### src/hdl/sparc_params.svh
`ifndef SPARC_PARAMS_SVH
`define SPARC_PARAMS_SVH

// Core wide constants shared by the RTL files

// Data path and bus address width
`define SPARC_XLEN 32

// Integer registers, r0 reads as zero
// 32 of them gives 5 bit register numbers
`define SPARC_NREGS 32

// First fetch address after RESET
// nPC starts one word above it
// Must stay word aligned
`define SPARC_RESET_PC 32'h0000_0000

`endif

### src/hdl/sparc_pkg.sv
`default_nettype none

package sparc_pkg;

	// One instruction word, seen through its three SPARC formats
	typedef union packed {
		struct packed {
			logic [1:0]  op;      // 01 for call
			logic [29:0] disp30;  // Word displacement
		} fmt1;
		struct packed {
			logic [1:0]  op;
			logic [4:0]  rd;      // Annul bit and cond in branches
			logic [2:0]  op2;     // 100 sethi, 010 Bicc
			logic [21:0] imm22;
		} fmt2;
		struct packed {
			logic [1:0] op;
			logic [4:0] rd;
			logic [5:0] op3;
			logic [4:0] rs1;
			logic       i;       // Clear here
			logic [7:0] asi;     // Ignored
			logic [4:0] rs2;
		} fmt3_reg;
		struct packed {
			logic [1:0]  op;
			logic [4:0]  rd;
			logic [5:0]  op3;
			logic [4:0]  rs1;
			logic        i;      // Set here
			logic [12:0] simm13;
		} fmt3_imm;
	} sparc_instr_t;

	// Encoded as the matching op3 values
	typedef enum logic [5:0] {
		alu_add   = 6'h00,
		alu_and   = 6'h01,
		alu_or    = 6'h02,
		alu_xor   = 6'h03,
		alu_sub   = 6'h04,
		alu_addcc = 6'h10,
		alu_subcc = 6'h14
	} alu_op_t;

	typedef enum logic [1:0] {
		ext_simm13,  // Sign extended simm13
		ext_sethi,   // imm22 in the top bits
		ext_disp22,  // Branch displacement in bytes
		ext_disp30   // Call displacement in bytes
	} ext_sel_t;

	typedef enum logic [1:0] {b_reg, b_ext, b_pc, b_mdr} b_sel_t;
	typedef enum logic {a_reg, a_pc} a_sel_t;
	typedef enum logic {pc_npc, pc_alu} pc_sel_t;
	typedef enum logic {adr_pc, adr_mar} adr_sel_t;

endpackage

`default_nettype wire

### src/hdl/sparc_alu.sv
`timescale 1ns/1ps
`default_nettype none

`include "sparc_params.svh"

module sparc_alu (
	input  sparc_pkg::alu_op_t        op,
	input  logic [`SPARC_XLEN-1:0]    a,
	input  logic [`SPARC_XLEN-1:0]    b,
	output logic [`SPARC_XLEN-1:0]    result,
	output logic                      n,
	output logic                      z,
	output logic                      v,
	output logic                      c
);

	logic                   sub_op;
	logic                   arith;
	logic [`SPARC_XLEN-1:0] b_eff;
	logic [`SPARC_XLEN:0]   sum;    // Extra bit holds the carry out

	always_comb begin
		sub_op = (op == sparc_pkg::alu_sub) || (op == sparc_pkg::alu_subcc);
		arith  = sub_op || (op == sparc_pkg::alu_add) || (op == sparc_pkg::alu_addcc);
		b_eff  = sub_op ? ~b : b;    // Two's complement subtract
		sum    = {1'b0, a} + {1'b0, b_eff} + {{`SPARC_XLEN{1'b0}}, sub_op};

		case (op)
			sparc_pkg::alu_and: result = a & b;
			sparc_pkg::alu_or:  result = a | b;
			sparc_pkg::alu_xor: result = a ^ b;
			default:            result = sum[`SPARC_XLEN-1:0];
		endcase

		// icc flags
		n = result[`SPARC_XLEN-1];
		z = (result == '0);
		if (arith) begin
			// Operands agree in sign and the result does not
			v = (a[`SPARC_XLEN-1] == b_eff[`SPARC_XLEN-1]) &&
				(result[`SPARC_XLEN-1] != a[`SPARC_XLEN-1]);
			c = sum[`SPARC_XLEN] ^ sub_op;    // Borrow on subtract
		end else begin
			v = 1'b0;    // Logic ops clear V and C
			c = 1'b0;
		end
	end

endmodule

`default_nettype wire

### src/hdl/sparc_control.sv
`timescale 1ns/1ps
`default_nettype none

`include "sparc_params.svh"

module sparc_control (
	input  logic                              Clk,
	input  logic                              RESET,
	input  sparc_pkg::sparc_instr_t           ir,
	input  logic                              psr_z,
	input  logic                              wb_ack,
	output logic                              wb_cyc,
	output logic                              wb_stb,
	output logic                              wb_we,
	output logic                              ir_en,
	output logic                              pc_en,
	output logic                              npc_en,
	output logic                              mar_en,
	output logic                              mdr_en,
	output logic                              rf_we,
	output logic                              psr_en,
	output sparc_pkg::a_sel_t                 a_sel,
	output sparc_pkg::b_sel_t                 b_sel,
	output sparc_pkg::ext_sel_t               ext_sel,
	output sparc_pkg::pc_sel_t                pc_sel,
	output sparc_pkg::adr_sel_t               adr_sel,
	output logic                              mdr_sel,   // 1 loads MDR from port A
	output logic [$clog2(`SPARC_NREGS)-1:0]   rs_a,
	output logic [$clog2(`SPARC_NREGS)-1:0]   rs_b,
	output logic [$clog2(`SPARC_NREGS)-1:0]   rd,
	output sparc_pkg::alu_op_t                alu_op
);

	localparam logic [2:0] st_fetch     = 3'd0;
	localparam logic [2:0] st_execute   = 3'd1;
	localparam logic [2:0] st_mem_addr  = 3'd2;
	localparam logic [2:0] st_mem_bus   = 3'd3;
	localparam logic [2:0] st_writeback = 3'd4;
	localparam logic [2:0] st_link      = 3'd5;

	logic [2:0] state;
	logic is_sethi, is_bicc, is_call, is_jmpl;
	logic is_alu, is_cc, is_ld, is_st;
	logic taken;

	// Instruction class decode
	always_comb begin
		is_sethi = (ir.fmt2.op == 2'b00) && (ir.fmt2.op2 == 3'b100);
		is_bicc  = (ir.fmt2.op == 2'b00) && (ir.fmt2.op2 == 3'b010);
		is_call  = (ir.fmt1.op == 2'b01);
		is_jmpl  = (ir.fmt3_reg.op == 2'b10) && (ir.fmt3_reg.op3 == 6'h38);
		is_ld    = (ir.fmt3_reg.op == 2'b11) && (ir.fmt3_reg.op3 == 6'h00);
		is_st    = (ir.fmt3_reg.op == 2'b11) && (ir.fmt3_reg.op3 == 6'h04);
		is_alu   = 1'b0;
		if (ir.fmt3_reg.op == 2'b10) begin
			case (ir.fmt3_reg.op3)
				sparc_pkg::alu_add,
				sparc_pkg::alu_and,
				sparc_pkg::alu_or,
				sparc_pkg::alu_xor,
				sparc_pkg::alu_sub,
				sparc_pkg::alu_addcc,
				sparc_pkg::alu_subcc: is_alu = 1'b1;
				default:              is_alu = 1'b0;  // Runs as a no-op
			endcase
		end
		is_cc = is_alu && (ir.fmt3_reg.op3 == sparc_pkg::alu_addcc ||
			ir.fmt3_reg.op3 == sparc_pkg::alu_subcc);
		// cond sits below the annul bit
		case (ir.fmt2.rd[3:0])
			4'b1000: taken = 1'b1;    // ba
			4'b0001: taken = psr_z;   // be
			4'b1001: taken = !psr_z;  // bne
			default: taken = 1'b0;    // bn and the unsupported conditions
		endcase
	end

	// Sequencer and registered bus cycle controls
	always_ff @(posedge Clk) begin
		if (RESET) begin
			state  <= st_fetch;
			wb_cyc <= 1'b0;
			wb_stb <= 1'b0;
			wb_we  <= 1'b0;
		end else begin
			case (state)
				st_fetch: begin
					if (!wb_cyc) begin  // After RESET or a store
						wb_cyc <= 1'b1;
						wb_stb <= 1'b1;
					end else if (wb_ack) begin
						wb_cyc <= 1'b0;
						wb_stb <= 1'b0;
						state  <= st_execute;
					end
				end
				st_execute: begin
					if (is_ld || is_st) begin
						state <= st_mem_addr;
					end else if (is_call || is_jmpl) begin
						state <= st_link;
					end else begin
						state  <= st_fetch;
						wb_cyc <= 1'b1;
						wb_stb <= 1'b1;
					end
				end
				st_mem_addr: begin
					state  <= st_mem_bus;
					wb_cyc <= 1'b1;
					wb_stb <= 1'b1;
					wb_we  <= is_st;
				end
				st_mem_bus: begin
					if (wb_ack) begin
						wb_cyc <= 1'b0;
						wb_stb <= 1'b0;
						wb_we  <= 1'b0;
						state  <= is_ld ? st_writeback : st_fetch;
					end
				end
				default: begin  // writeback and link
					state  <= st_fetch;
					wb_cyc <= 1'b1;
					wb_stb <= 1'b1;
				end
			endcase
		end
	end

	// Datapath controls per state
	always_comb begin
		ir_en   = 1'b0;
		pc_en   = 1'b0;
		npc_en  = 1'b0;
		mar_en  = 1'b0;
		mdr_en  = 1'b0;
		rf_we   = 1'b0;
		psr_en  = 1'b0;
		a_sel   = sparc_pkg::a_reg;
		b_sel   = ir.fmt3_imm.i ? sparc_pkg::b_ext : sparc_pkg::b_reg;
		ext_sel = sparc_pkg::ext_simm13;
		pc_sel  = sparc_pkg::pc_npc;  // PC always takes the old nPC
		adr_sel = sparc_pkg::adr_pc;
		mdr_sel = 1'b0;
		rs_a    = ir.fmt3_reg.rs1;
		rs_b    = ir.fmt3_reg.rs2;
		rd      = ir.fmt3_reg.rd;
		alu_op  = sparc_pkg::alu_add;
		case (state)
			st_fetch: ir_en = wb_cyc && wb_ack;
			st_execute: begin
				pc_en = !(is_call || is_jmpl);  // Transfers step PC in link
				if (is_sethi) begin
					rs_a    = '0;
					b_sel   = sparc_pkg::b_ext;
					ext_sel = sparc_pkg::ext_sethi;
					rf_we   = 1'b1;
				end else if (is_bicc) begin
					a_sel   = sparc_pkg::a_pc;      // Target is PC relative
					b_sel   = sparc_pkg::b_ext;
					ext_sel = sparc_pkg::ext_disp22;
					npc_en  = taken;
				end else if (is_call || is_jmpl) begin
					rs_a  = '0;                    // Link value r0 + PC
					b_sel = sparc_pkg::b_pc;
					rf_we = 1'b1;
					if (is_call)
						rd = 5'd15;
				end else if (is_alu) begin
					alu_op = sparc_pkg::alu_op_t'(ir.fmt3_reg.op3);
					rf_we  = 1'b1;
					psr_en = is_cc;
				end else if (is_ld || is_st) begin
					mar_en = 1'b1;                 // rs1 plus rs2 or simm13
				end
			end
			st_mem_addr: begin
				rs_a    = ir.fmt3_reg.rd;          // Store data
				mdr_sel = 1'b1;
				mdr_en  = is_st;
			end
			st_mem_bus: begin
				adr_sel = sparc_pkg::adr_mar;
				mdr_en  = is_ld && wb_cyc && wb_ack;
			end
			st_writeback: begin
				rs_a  = '0;
				b_sel = sparc_pkg::b_mdr;
				rf_we = 1'b1;
			end
			st_link: begin
				pc_en  = 1'b1;
				npc_en = 1'b1;
				if (is_call) begin
					a_sel   = sparc_pkg::a_pc;
					b_sel   = sparc_pkg::b_ext;
					ext_sel = sparc_pkg::ext_disp30;
				end
			end
			default: ;
		endcase
	end

endmodule

`default_nettype wire

### src/hdl/sparc_core.sv
`timescale 1ns/1ps
`default_nettype none

`include "sparc_params.svh"

module sparc_core (
	input  logic                      Clk,
	input  logic                      RESET,
	output logic                      wb_cyc,
	output logic                      wb_stb,
	output logic                      wb_we,
	output logic [`SPARC_XLEN-1:0]    wb_adr,
	output logic [`SPARC_XLEN-1:0]    wb_dat_w,
	input  logic [`SPARC_XLEN-1:0]    wb_dat_r,
	input  logic                      wb_ack
);

	sparc_pkg::sparc_instr_t             ir;
	logic                                psr_z;
	logic                                ir_en, pc_en, npc_en, mar_en, mdr_en;
	logic                                rf_we, psr_en, mdr_sel;
	sparc_pkg::a_sel_t                   a_sel;
	sparc_pkg::b_sel_t                   b_sel;
	sparc_pkg::ext_sel_t                 ext_sel;
	sparc_pkg::pc_sel_t                  pc_sel;
	sparc_pkg::adr_sel_t                 adr_sel;
	logic [$clog2(`SPARC_NREGS)-1:0]     rs_a, rs_b, rd;
	sparc_pkg::alu_op_t                  alu_op;

	// Sequencer, the only user of wb_ack
	sparc_control u_control (
		.Clk     (Clk),
		.RESET   (RESET),
		.ir      (ir),
		.psr_z   (psr_z),
		.wb_ack  (wb_ack),
		.wb_cyc  (wb_cyc),
		.wb_stb  (wb_stb),
		.wb_we   (wb_we),
		.ir_en   (ir_en),
		.pc_en   (pc_en),
		.npc_en  (npc_en),
		.mar_en  (mar_en),
		.mdr_en  (mdr_en),
		.rf_we   (rf_we),
		.psr_en  (psr_en),
		.a_sel   (a_sel),
		.b_sel   (b_sel),
		.ext_sel (ext_sel),
		.pc_sel  (pc_sel),
		.adr_sel (adr_sel),
		.mdr_sel (mdr_sel),
		.rs_a    (rs_a),
		.rs_b    (rs_b),
		.rd      (rd),
		.alu_op  (alu_op)
	);

	sparc_datapath u_datapath (
		.Clk      (Clk),
		.RESET    (RESET),
		.ir_en    (ir_en),
		.pc_en    (pc_en),
		.npc_en   (npc_en),
		.mar_en   (mar_en),
		.mdr_en   (mdr_en),
		.rf_we    (rf_we),
		.psr_en   (psr_en),
		.a_sel    (a_sel),
		.b_sel    (b_sel),
		.ext_sel  (ext_sel),
		.pc_sel   (pc_sel),
		.adr_sel  (adr_sel),
		.mdr_sel  (mdr_sel),
		.rs_a     (rs_a),
		.rs_b     (rs_b),
		.rd       (rd),
		.alu_op   (alu_op),
		.wb_dat_r (wb_dat_r),
		.ir       (ir),
		.psr_z    (psr_z),
		.wb_adr   (wb_adr),     // PC or MAR
		.wb_dat_w (wb_dat_w)    // MDR
	);

endmodule

`default_nettype wire

### src/hdl/sparc_datapath.sv
`timescale 1ns/1ps
`default_nettype none

`include "sparc_params.svh"

module sparc_datapath (
	input  logic                              Clk,
	input  logic                              RESET,
	input  logic                              ir_en,
	input  logic                              pc_en,
	input  logic                              npc_en,
	input  logic                              mar_en,
	input  logic                              mdr_en,
	input  logic                              rf_we,
	input  logic                              psr_en,
	input  sparc_pkg::a_sel_t                 a_sel,
	input  sparc_pkg::b_sel_t                 b_sel,
	input  sparc_pkg::ext_sel_t               ext_sel,
	input  sparc_pkg::pc_sel_t                pc_sel,
	input  sparc_pkg::adr_sel_t               adr_sel,
	input  logic                              mdr_sel,
	input  logic [$clog2(`SPARC_NREGS)-1:0]   rs_a,
	input  logic [$clog2(`SPARC_NREGS)-1:0]   rs_b,
	input  logic [$clog2(`SPARC_NREGS)-1:0]   rd,
	input  sparc_pkg::alu_op_t                alu_op,
	input  logic [`SPARC_XLEN-1:0]            wb_dat_r,
	output sparc_pkg::sparc_instr_t           ir,
	output logic                              psr_z,
	output logic [`SPARC_XLEN-1:0]            wb_adr,
	output logic [`SPARC_XLEN-1:0]            wb_dat_w
);

	logic [`SPARC_XLEN-1:0] pc, npc;
	logic [`SPARC_XLEN-1:0] mar, mdr;
	logic [3:0]             psr_icc;    // N Z V C
	logic [`SPARC_XLEN-1:0] rdata_a, rdata_b;
	logic [`SPARC_XLEN-1:0] ext;
	logic [`SPARC_XLEN-1:0] alu_a, alu_b, alu_result;
	logic                   alu_n, alu_z, alu_v, alu_c;

	sparc_regfile u_regfile (
		.Clk     (Clk),
		.RESET   (RESET),
		.rs_a    (rs_a),
		.rs_b    (rs_b),
		.rd      (rd),
		.we      (rf_we),
		.wdata   (alu_result),   // Every register write passes the ALU
		.rdata_a (rdata_a),
		.rdata_b (rdata_b)
	);

	// Operand extender
	always_comb begin
		case (ext_sel)
			sparc_pkg::ext_simm13: ext = {{19{ir.fmt3_imm.simm13[12]}}, ir.fmt3_imm.simm13};
			sparc_pkg::ext_sethi:  ext = {ir.fmt2.imm22, 10'b0};
			sparc_pkg::ext_disp22: ext = {{8{ir.fmt2.imm22[21]}}, ir.fmt2.imm22, 2'b00};
			default:               ext = {ir.fmt1.disp30, 2'b00};
		endcase
	end

	// ALU operand muxes
	assign alu_a = (a_sel == sparc_pkg::a_pc) ? pc : rdata_a;
	always_comb begin
		case (b_sel)
			sparc_pkg::b_reg: alu_b = rdata_b;
			sparc_pkg::b_ext: alu_b = ext;
			sparc_pkg::b_pc:  alu_b = pc;
			default:          alu_b = mdr;
		endcase
	end

	sparc_alu u_alu (
		.op     (alu_op),
		.a      (alu_a),
		.b      (alu_b),
		.result (alu_result),
		.n      (alu_n),
		.z      (alu_z),
		.v      (alu_v),
		.c      (alu_c)
	);

	// Program counters and flags
	always_ff @(posedge Clk) begin
		if (RESET) begin
			pc      <= `SPARC_RESET_PC;
			npc     <= `SPARC_RESET_PC + `SPARC_XLEN'd4;
			psr_icc <= '0;
		end else begin
			if (pc_en)
				pc <= (pc_sel == sparc_pkg::pc_npc) ? npc : alu_result;
			if (npc_en)
				npc <= alu_result;          // Taken transfer
			else if (pc_en)
				npc <= npc + `SPARC_XLEN'd4;
			if (psr_en)
				psr_icc <= {alu_n, alu_z, alu_v, alu_c};
		end
	end

	// IR, MAR and MDR
	always_ff @(posedge Clk) begin
		if (ir_en)
			ir <= wb_dat_r;
		if (mar_en)
			mar <= alu_result;
		if (mdr_en)
			mdr <= mdr_sel ? rdata_a : wb_dat_r;    // Store data or load data
	end

	assign psr_z    = psr_icc[2];
	assign wb_adr   = (adr_sel == sparc_pkg::adr_pc) ? pc : mar;
	assign wb_dat_w = mdr;

endmodule

`default_nettype wire

### src/hdl/sparc_regfile.sv
`timescale 1ns/1ps
`default_nettype none

`include "sparc_params.svh"

module sparc_regfile (
	input  logic                              Clk,
	input  logic                              RESET,
	input  logic [$clog2(`SPARC_NREGS)-1:0]   rs_a,
	input  logic [$clog2(`SPARC_NREGS)-1:0]   rs_b,
	input  logic [$clog2(`SPARC_NREGS)-1:0]   rd,
	input  logic                              we,
	input  logic [`SPARC_XLEN-1:0]            wdata,
	output logic [`SPARC_XLEN-1:0]            rdata_a,
	output logic [`SPARC_XLEN-1:0]            rdata_b
);

	logic [`SPARC_XLEN-1:0] regs [`SPARC_NREGS];

	// Write port, r0 never written
	always_ff @(posedge Clk) begin
		if (RESET) begin
			for (int k = 0; k < `SPARC_NREGS; k++)
				regs[k] <= '0;
		end else if (we && rd != '0) begin
			regs[rd] <= wdata;
		end
	end

	// Asynchronous read ports
	assign rdata_a = (rs_a == '0) ? '0 : regs[rs_a];
	assign rdata_b = (rs_b == '0) ? '0 : regs[rs_b];

endmodule

`default_nettype wire

### config.mk
export PLATFORM = sky130hd
export DESIGN_NAME = sparc_core
export DESIGN_NICKNAME = d
export VERILOG_FILES = /design/src/hdl/sparc_pkg.sv /design/src/hdl/sparc_alu.sv /design/src/hdl/sparc_control.sv /design/src/hdl/sparc_core.sv /design/src/hdl/sparc_datapath.sv /design/src/hdl/sparc_regfile.sv
export VERILOG_INCLUDE_DIRS = /design/src /design/src/hdl
export SDC_FILE = /design/constraint.sdc
export NUM_CORES = 2
export LEC_CHECK = 0
export BUFFER_PORTS_ARGS = -buffer_cell sky130_fd_sc_hd__buf_2
export CORE_UTILIZATION = 30
export CTS_CLUSTER_SIZE = 25
export DETAILED_ROUTE_END_ITERATION = 6
export GPL_TIMING_DRIVEN = 1
export PLACE_DENSITY = 0.5
export SYNTH_ARGS = -nofsm -noshare
export SYNTH_HDL_FRONTEND = slang
export SYNTH_SLANG_ARGS = --single-unit
### constraint.sdc
create_clock -name Clk -period 16.65 [get_ports Clk]
set_input_delay 1.665 -clock Clk [delete_from_list [all_inputs] [get_ports Clk]]
set_output_delay 1.665 -clock Clk [all_outputs]
set_load 0.02 [all_outputs]
=== After elaboration in Yosys (flattened, before gate mapping) ===
Memories as Yosys holds them, arrays and structs flattened. A register that Yosys moved wholly into a read port is not among the register bits.
Cells that the tools add are included.

* Add/sub/neg operators: 3
* Equality and inequality tests: 37
* Multiplexer cells: 94
* Bitwise logic cells: 5
* Reduce and logical (&&, ||, !) cells: 37

{| class="wikitable"
|+ Operators with widths
! cell !! count
|-
| $mux W32 || 9
|-
| $pmux W32 S3 || 3
|-
| $mux W5 || 10
|-
| $mux W1 || 41
|-
| $add A32 B32 Y33 || 1
|-
| $add A33 B1 Y33 || 1
|-
| $add A32 B3 Y32 const B || 1
|-
| $and A32 B32 Y32 || 1
|-
| $logic_not A32 Y1 || 1
|-
| $not A32 Y32 || 1
|-
| $or A32 B32 Y32 || 1
|-
| $reduce_or A32 Y1 || 1
|-
| $xor A32 B32 Y32 || 1
|-
| $mux W6 || 5
|-
| $eq A6 B2 Y1 const B || 4
|-
| $eq A6 B5 Y1 const B || 4
|-
| $mux W3 || 6
|-
| $pmux W5 S3 || 1
|-
| $mux W2 || 7
|-
| $eq A6 B1 Y1 const B || 2
|-
| $eq A6 B3 Y1 const B || 2
|-
| $logic_not A6 Y1 || 2
|-
| $pmux W1 S2 || 6
|-
| $pmux W3 S4 || 1
|-
| other kinds (27) || 64
|}

* Register bits after elaboration: 169
* Bits in writable memories: 1024
* Input bits: 35
* Memories: 1

{| class="wikitable"
|+ Memories
! memory !! words !! bits a word !! read ports !! clocked after Yosys merged registers in !! wr ports !! line !! source
|-
| u_datapath.u_regfile.regs || 32 || 32 || 2 || 1 || 32 || sparc_regfile.sv:18 || <nowiki>logic [`SPARC_XLEN-1:0] regs [`SPARC_NREGS];</nowiki>
|}

=== Logic depth before layout (Yosys ltp) ===
* Depth after elaboration: 18
* Gate-level depth with buffers: 34
* Gate-level depth less buffers: 26

=== By module ===
A second synthesis with hierarchy kept.

* Cell total of the unflattened synthesis: 4990
* Area, all modules: 68099.1 µm²

{| class="wikitable"
|+ By module, submodules not included
! module !! instances !! cells each !! area an instance (µm²) !! sequential area each (µm²)
|-
| sparc_regfile || 1 || 3492 || 54086.9 || 30749.5
|-
| sparc_datapath || 1 || 740 || 8662.1 || 4184.0
|-
| sparc_alu || 1 || 622 || 4440.5 || 0.0
|-
| sparc_control || 1 || 136 || 909.6 || 120.1
|}

=== Worst setup path after synthesis ===
OpenSTA, ideal clock, no wires.

* Kind: register -> register
* Start point: register u_datapath.ir[24] in the netlist's numbering
* End point: register u_datapath.psr_icc[2]
* Library setup time: 0.087 ns
* Data arrival time: 7.507 ns
* Data required time: 16.563 ns
* Setup slack: 9.056 ns
* Stages on the path, launching flop included: 34
* Path buffers: 8
* Clock period less this slack: 7.594 ns
* Cell sequence: edfxtp_1 and3_1 a31o_1 buf_2 o211ai_1 and2_1 buf_4 buf_2 clkbuf_1 clkbuf_1 clkbuf_1 nand2_1 nand3_1 a31oi_1 a2111oi_0 nor2_1 o21ai_0 ha_1 clkbuf_1 a21o_1 a221o_1 o221ai_1 o221a_2 o21ai_1 a311o_1 a21oi_2 nor2_1 o41ai_1 xnor2_1 a222oi_1 buf_2 nand4_1 or4b_1 o31ai_1

* Word-level cells in the longest chain between the ends: 16
* Elaborated cells on any way between the ends: 70
* Classes of those cells: add/sub (2); eq/ne (18); mux (32); bitwise (4); reduce/logical (13); memory (1)

{| class="wikitable"
|+ Ends and longest elaborated chain
! what !! line !! source
|-
| start, declared || sparc_datapath.sv:27 || <nowiki>output sparc_pkg::sparc_instr_t ir,</nowiki>
|-
| start signal, assigned || sparc_datapath.sv:106 || <nowiki>ir <= wb_dat_r;</nowiki>
|-
| parallel branches: the longest is 16 deep, another holds $add A32 B32 Y33 || n/a ||
|-
| end signal, assigned || sparc_datapath.sv:99 || <nowiki>psr_icc <= {alu_n, alu_z, alu_v, alu_c};</nowiki>
|-
| end, declared || sparc_datapath.sv:35 || <nowiki>logic [3:0] psr_icc;</nowiki>
|}

Parallel ways; which one is timed is not known.
A chain may end at the register's enable or synchronous reset.

=== Final worst setup path ===
Ends and elaborated chain as after synthesis.

==> reports/summary.txt <==
register share of total power = 39.6%
Tot GR Track Use = 25.6%
Clk pin slew, worst setup/hold paths = 0.06 ns
total clock sinks = 1,196
post-synth top area share = 51.0%
Layout Utilization = 34.3%
core area = 218,000 sq um
first-pass GRT wire length = 404,000 microns
DRC viols = 6
Clock Tree Buf Depth = 3
Detailed Route WL = 292,000 microns
Slew Viols, Final = 0
post-synthesis sequential area ratio = 53.3%
Setup Fix Bufs, Post-CTS = 0
Hold Path Class = reg -> reg
Clock Tree Root = clkbuf_16
Largest delay share family, worst path = compound AO/OA/AOI/OAI gates
Max VDD drop = 109 uV
Area contributors post-synth = edfxtp_1, mux4_2, nor2_1
#FFs+latches synth = 1,196
Hold EP = u_datapath.pc[1]
Final Hold Violating Endpoints = 0
max_slew headroom = 7.67%
combinational power share = 26.1%
Routed wire per std cell = 31.6 microns
crit path DAT = 12.05 ns
failing checks = design-rule violations
vias in the first global route = 52,287
Min Hold Slack = 0.456 ns
dpl cells = 8,967
hold_sp = u_datapath.npc[1]
Ys Warns = 0
CP Launch Type = flop
Power Dens Cells = 117 nW/um^2
chip height = 471 microns
CTS Hold Bufs = 0
Post-synth EDFFs = 1,120
Compound-Gate Fraction of Synth Area = 8.36%
Fmax = 88.5 MHz
worst setup path category = reg -> reg
largest net degree at the start of global routing = 153
WP buf/inv = 3
Crit-path slowest cell = a2111oi_0
H-tree depth = 4
clk_lat worst skew = 0.83 ns
status = finished with violations
Crit path largest cell delay = 1.05 ns
most frequent cell on the critical path = and3_1
nets@finish = 6,384
post-cts resize count = 0
Design Power = 8.75 mW
final period utilization = 67.9%
mux cell area share after synthesis = 12.2%
Final Non-Filler Cells = 9,221
GRT overflow = 0
final setup fails = 0
post-layout instance area = 74,700 sq um
post-synth top area cell = edfxtp_1
cells on worst reg2reg path = 29
switching part of the total = 36.1%
Hold Crit Depth = 2
initial drt markers = 7,847
Mapped Cells = 6,371
I/O Buffers = 101
main flop type after synthesis = edfxtp_1
Final WS setup = 5.35 ns
Setup TNS = 0 ns
share of flip-flops with an asynchronous set or reset = 0%
DR pass1 iterations = 7
Initial Utilization = 30.3%
adder-cell share of the synthesized area = 1.83%
library cells used by synthesis = 86
CP required = 17.40 ns
internal power = 5.59 mW
final clock skew = 0.0441 ns
Worst Tran Pin Value = 1.35 ns
CTS tree = done
I/O pin cnt = 102
mapped cell area = 66,000 sq um
Clock power frac = 34.3%
R2R Path Start = u_datapath.ir[24]
Static Leak = 27.5 nW
die area = 222,000 sq um
RSZ-0062 raised after global routing = false
worst r2r dst = u_datapath.psr_icc[2]
post-DP HPWL = 173,000 microns
max-cap violation count = 0
Vias per Instance = 5.92
Core Rows = 171
Sw Pwr = 3.16 mW
placement-stage cell area = 70,300 sq um
FILL cells = 21,540
dpl ws = 5.85 ns
Layout area overhead = 13.2%
total CTS buffers = 138
Crit Path Max Fanout = 152
register-to-register setup slack = 5.35 ns
initial antenna violation count = 9
fin crit period = 11.30 ns
chip width = 471 microns
GP Congestion = 0.964
Post-Syn Area per Cell = 10.4 sq um
largest family of logic cells by synthesized area = simple AND/OR/NAND/NOR gates
number of nets with antenna violations after routing = 0
xor-xnor portion of the synthesized cell area = 1.02%
Simple-Gate Fraction of Synth Area = 19.2%
DR vias = 54,543
layout cells sized above 1 = 15.5%
crit path capture type = flop
==> worst max path at each step <==
stage	start	to	slack, ns	depth (start not counted)
2_1_floorplan	u_datapath.ir[24]	u_datapath.psr_icc[2]	9.06	33
3_3_place_gp	u_datapath.ir[21]	u_datapath.psr_icc[2]	6.01	29
3_5_place_dp	u_datapath.ir[21]	u_datapath.psr_icc[2]	5.85	29
4_1_cts	u_datapath.ir[21]	u_datapath.psr_icc[2]	5.82	29
5_1_grt	u_datapath.ir[24]	u_datapath.psr_icc[2]	4.86	29
6_report	u_datapath.ir[24]	u_datapath.psr_icc[2]	5.35	29
==> worst register-to-register path, delay by kind of cell, from the launching register on <==
kind / cells / cell delay (ns)
xor gates and xnor gates: 1 / 0.11
AOI/OAI and AO/OA: 15 / 5.85
and+or+nand+nor: 9 / 2.49
DFF: 1 / 0.53
buffers and inverters: 3 / 1.90
adders and majority gates: 1 / 0.37
==> cells in the mapped netlist (all sizes together), types with 22 or more instances <==
| library cell | number |
|---|---|
| a2111oi | 72 |
| edfxtp | 1120 |
| xor2 | 31 |
| inv | 109 |
| a311oi | 62 |
| nand2b | 49 |
| buf | 72 |
| dfxtp | 76 |
| and3 | 86 |
| a21oi | 281 |
| clkbuf | 522 |
| o21ai | 115 |
| mux2i | 69 |
| ha | 95 |
| a211oi | 34 |
| a221oi | 22 |
| nand2 | 1200 |
| nand3 | 381 |
| a31oi | 69 |
| xnor2 | 46 |
| nor2 | 1203 |
| nand4 | 25 |
| o221ai | 25 |
| mux4 | 307 |
| mux2 | 39 |
==> per-layer routing <==
metal	vias up	global-route usage, %	share of wire [%]
li1	22684	-	-
met1	27552	32.7	38
met2	3637	39.1	44
met3	670	6.37	11
met4	0	15.4	6.6
met5	-	0	0
==> power groups by stage <==
stage	logic [mW]	registers [mW]	clock network, mW
after global placement	2.21	3.52	0
after detailed placement	2.22	3.52	0
final	2.29	3.46	3.00
after CTS	2.23	3.46	3.03
after global routing	2.35	3.47	3.13
after floorplan	1.21	3.49	0
==> cell type report <==
class | instances | area, sq um | share of cell area, %
diodes | 6 | 15.0 | 0.0201
clock buffers | 175 | 3630 | 4.86
clock inverters | 73 | 698 | 0.935
inverters | 109 | 414 | 0.554
multi-input cells | 4503 | 29000 | 38.8
flip-flops and latches | 1196 | 35200 | 47.1
well taps | 2854 | 3570 | 4.78
repair buffers | 305 | 2200 | 2.94
==> state kept, by name, summed over array words and instances (netlist names), named ones only <==
register,count
u_datapath.npc,32
u_control.state,3
u_datapath.psr_icc,1
u_datapath.pc,32
u_control.wb_cyc,1
u_datapath.wb_dat_w,32
u_control.wb_we,1
u_control.wb_stb,1
u_datapath.ir,32
u_datapath.u_regfile.regs,1024
u_datapath.mar,32
==> kinds of logic (layout without fill, tap and decap cells) <==
| kind of cell | count (synthesis) | after routing |
|---|---|---|
| AND/OR/NAND/NOR | 3055 | 3055 |
| flip-flops | 1196 | 1196 |
| buffers and inverters | 703 | 662 |
| XOR/XNOR | 77 | 77 |
| other | 1 | 38 |
| AO/OA/AOI/OAI | 828 | 828 |
| adder cells (fa/ha/maj) | 96 | 96 |
| multiplexers | 415 | 415 |
==> cells in the final DEF, fill, tap and decap left out, drive strengths merged, types with 95 or more instances in the layout <==
master     n
nor2    1203
nand2   1200
edfxtp  1120
nand3    381
mux4     307
buf      304
a21oi    281
clkbuf   175
inv      119
o21ai    115
ha        95
(Power assumes the default switching activity.)
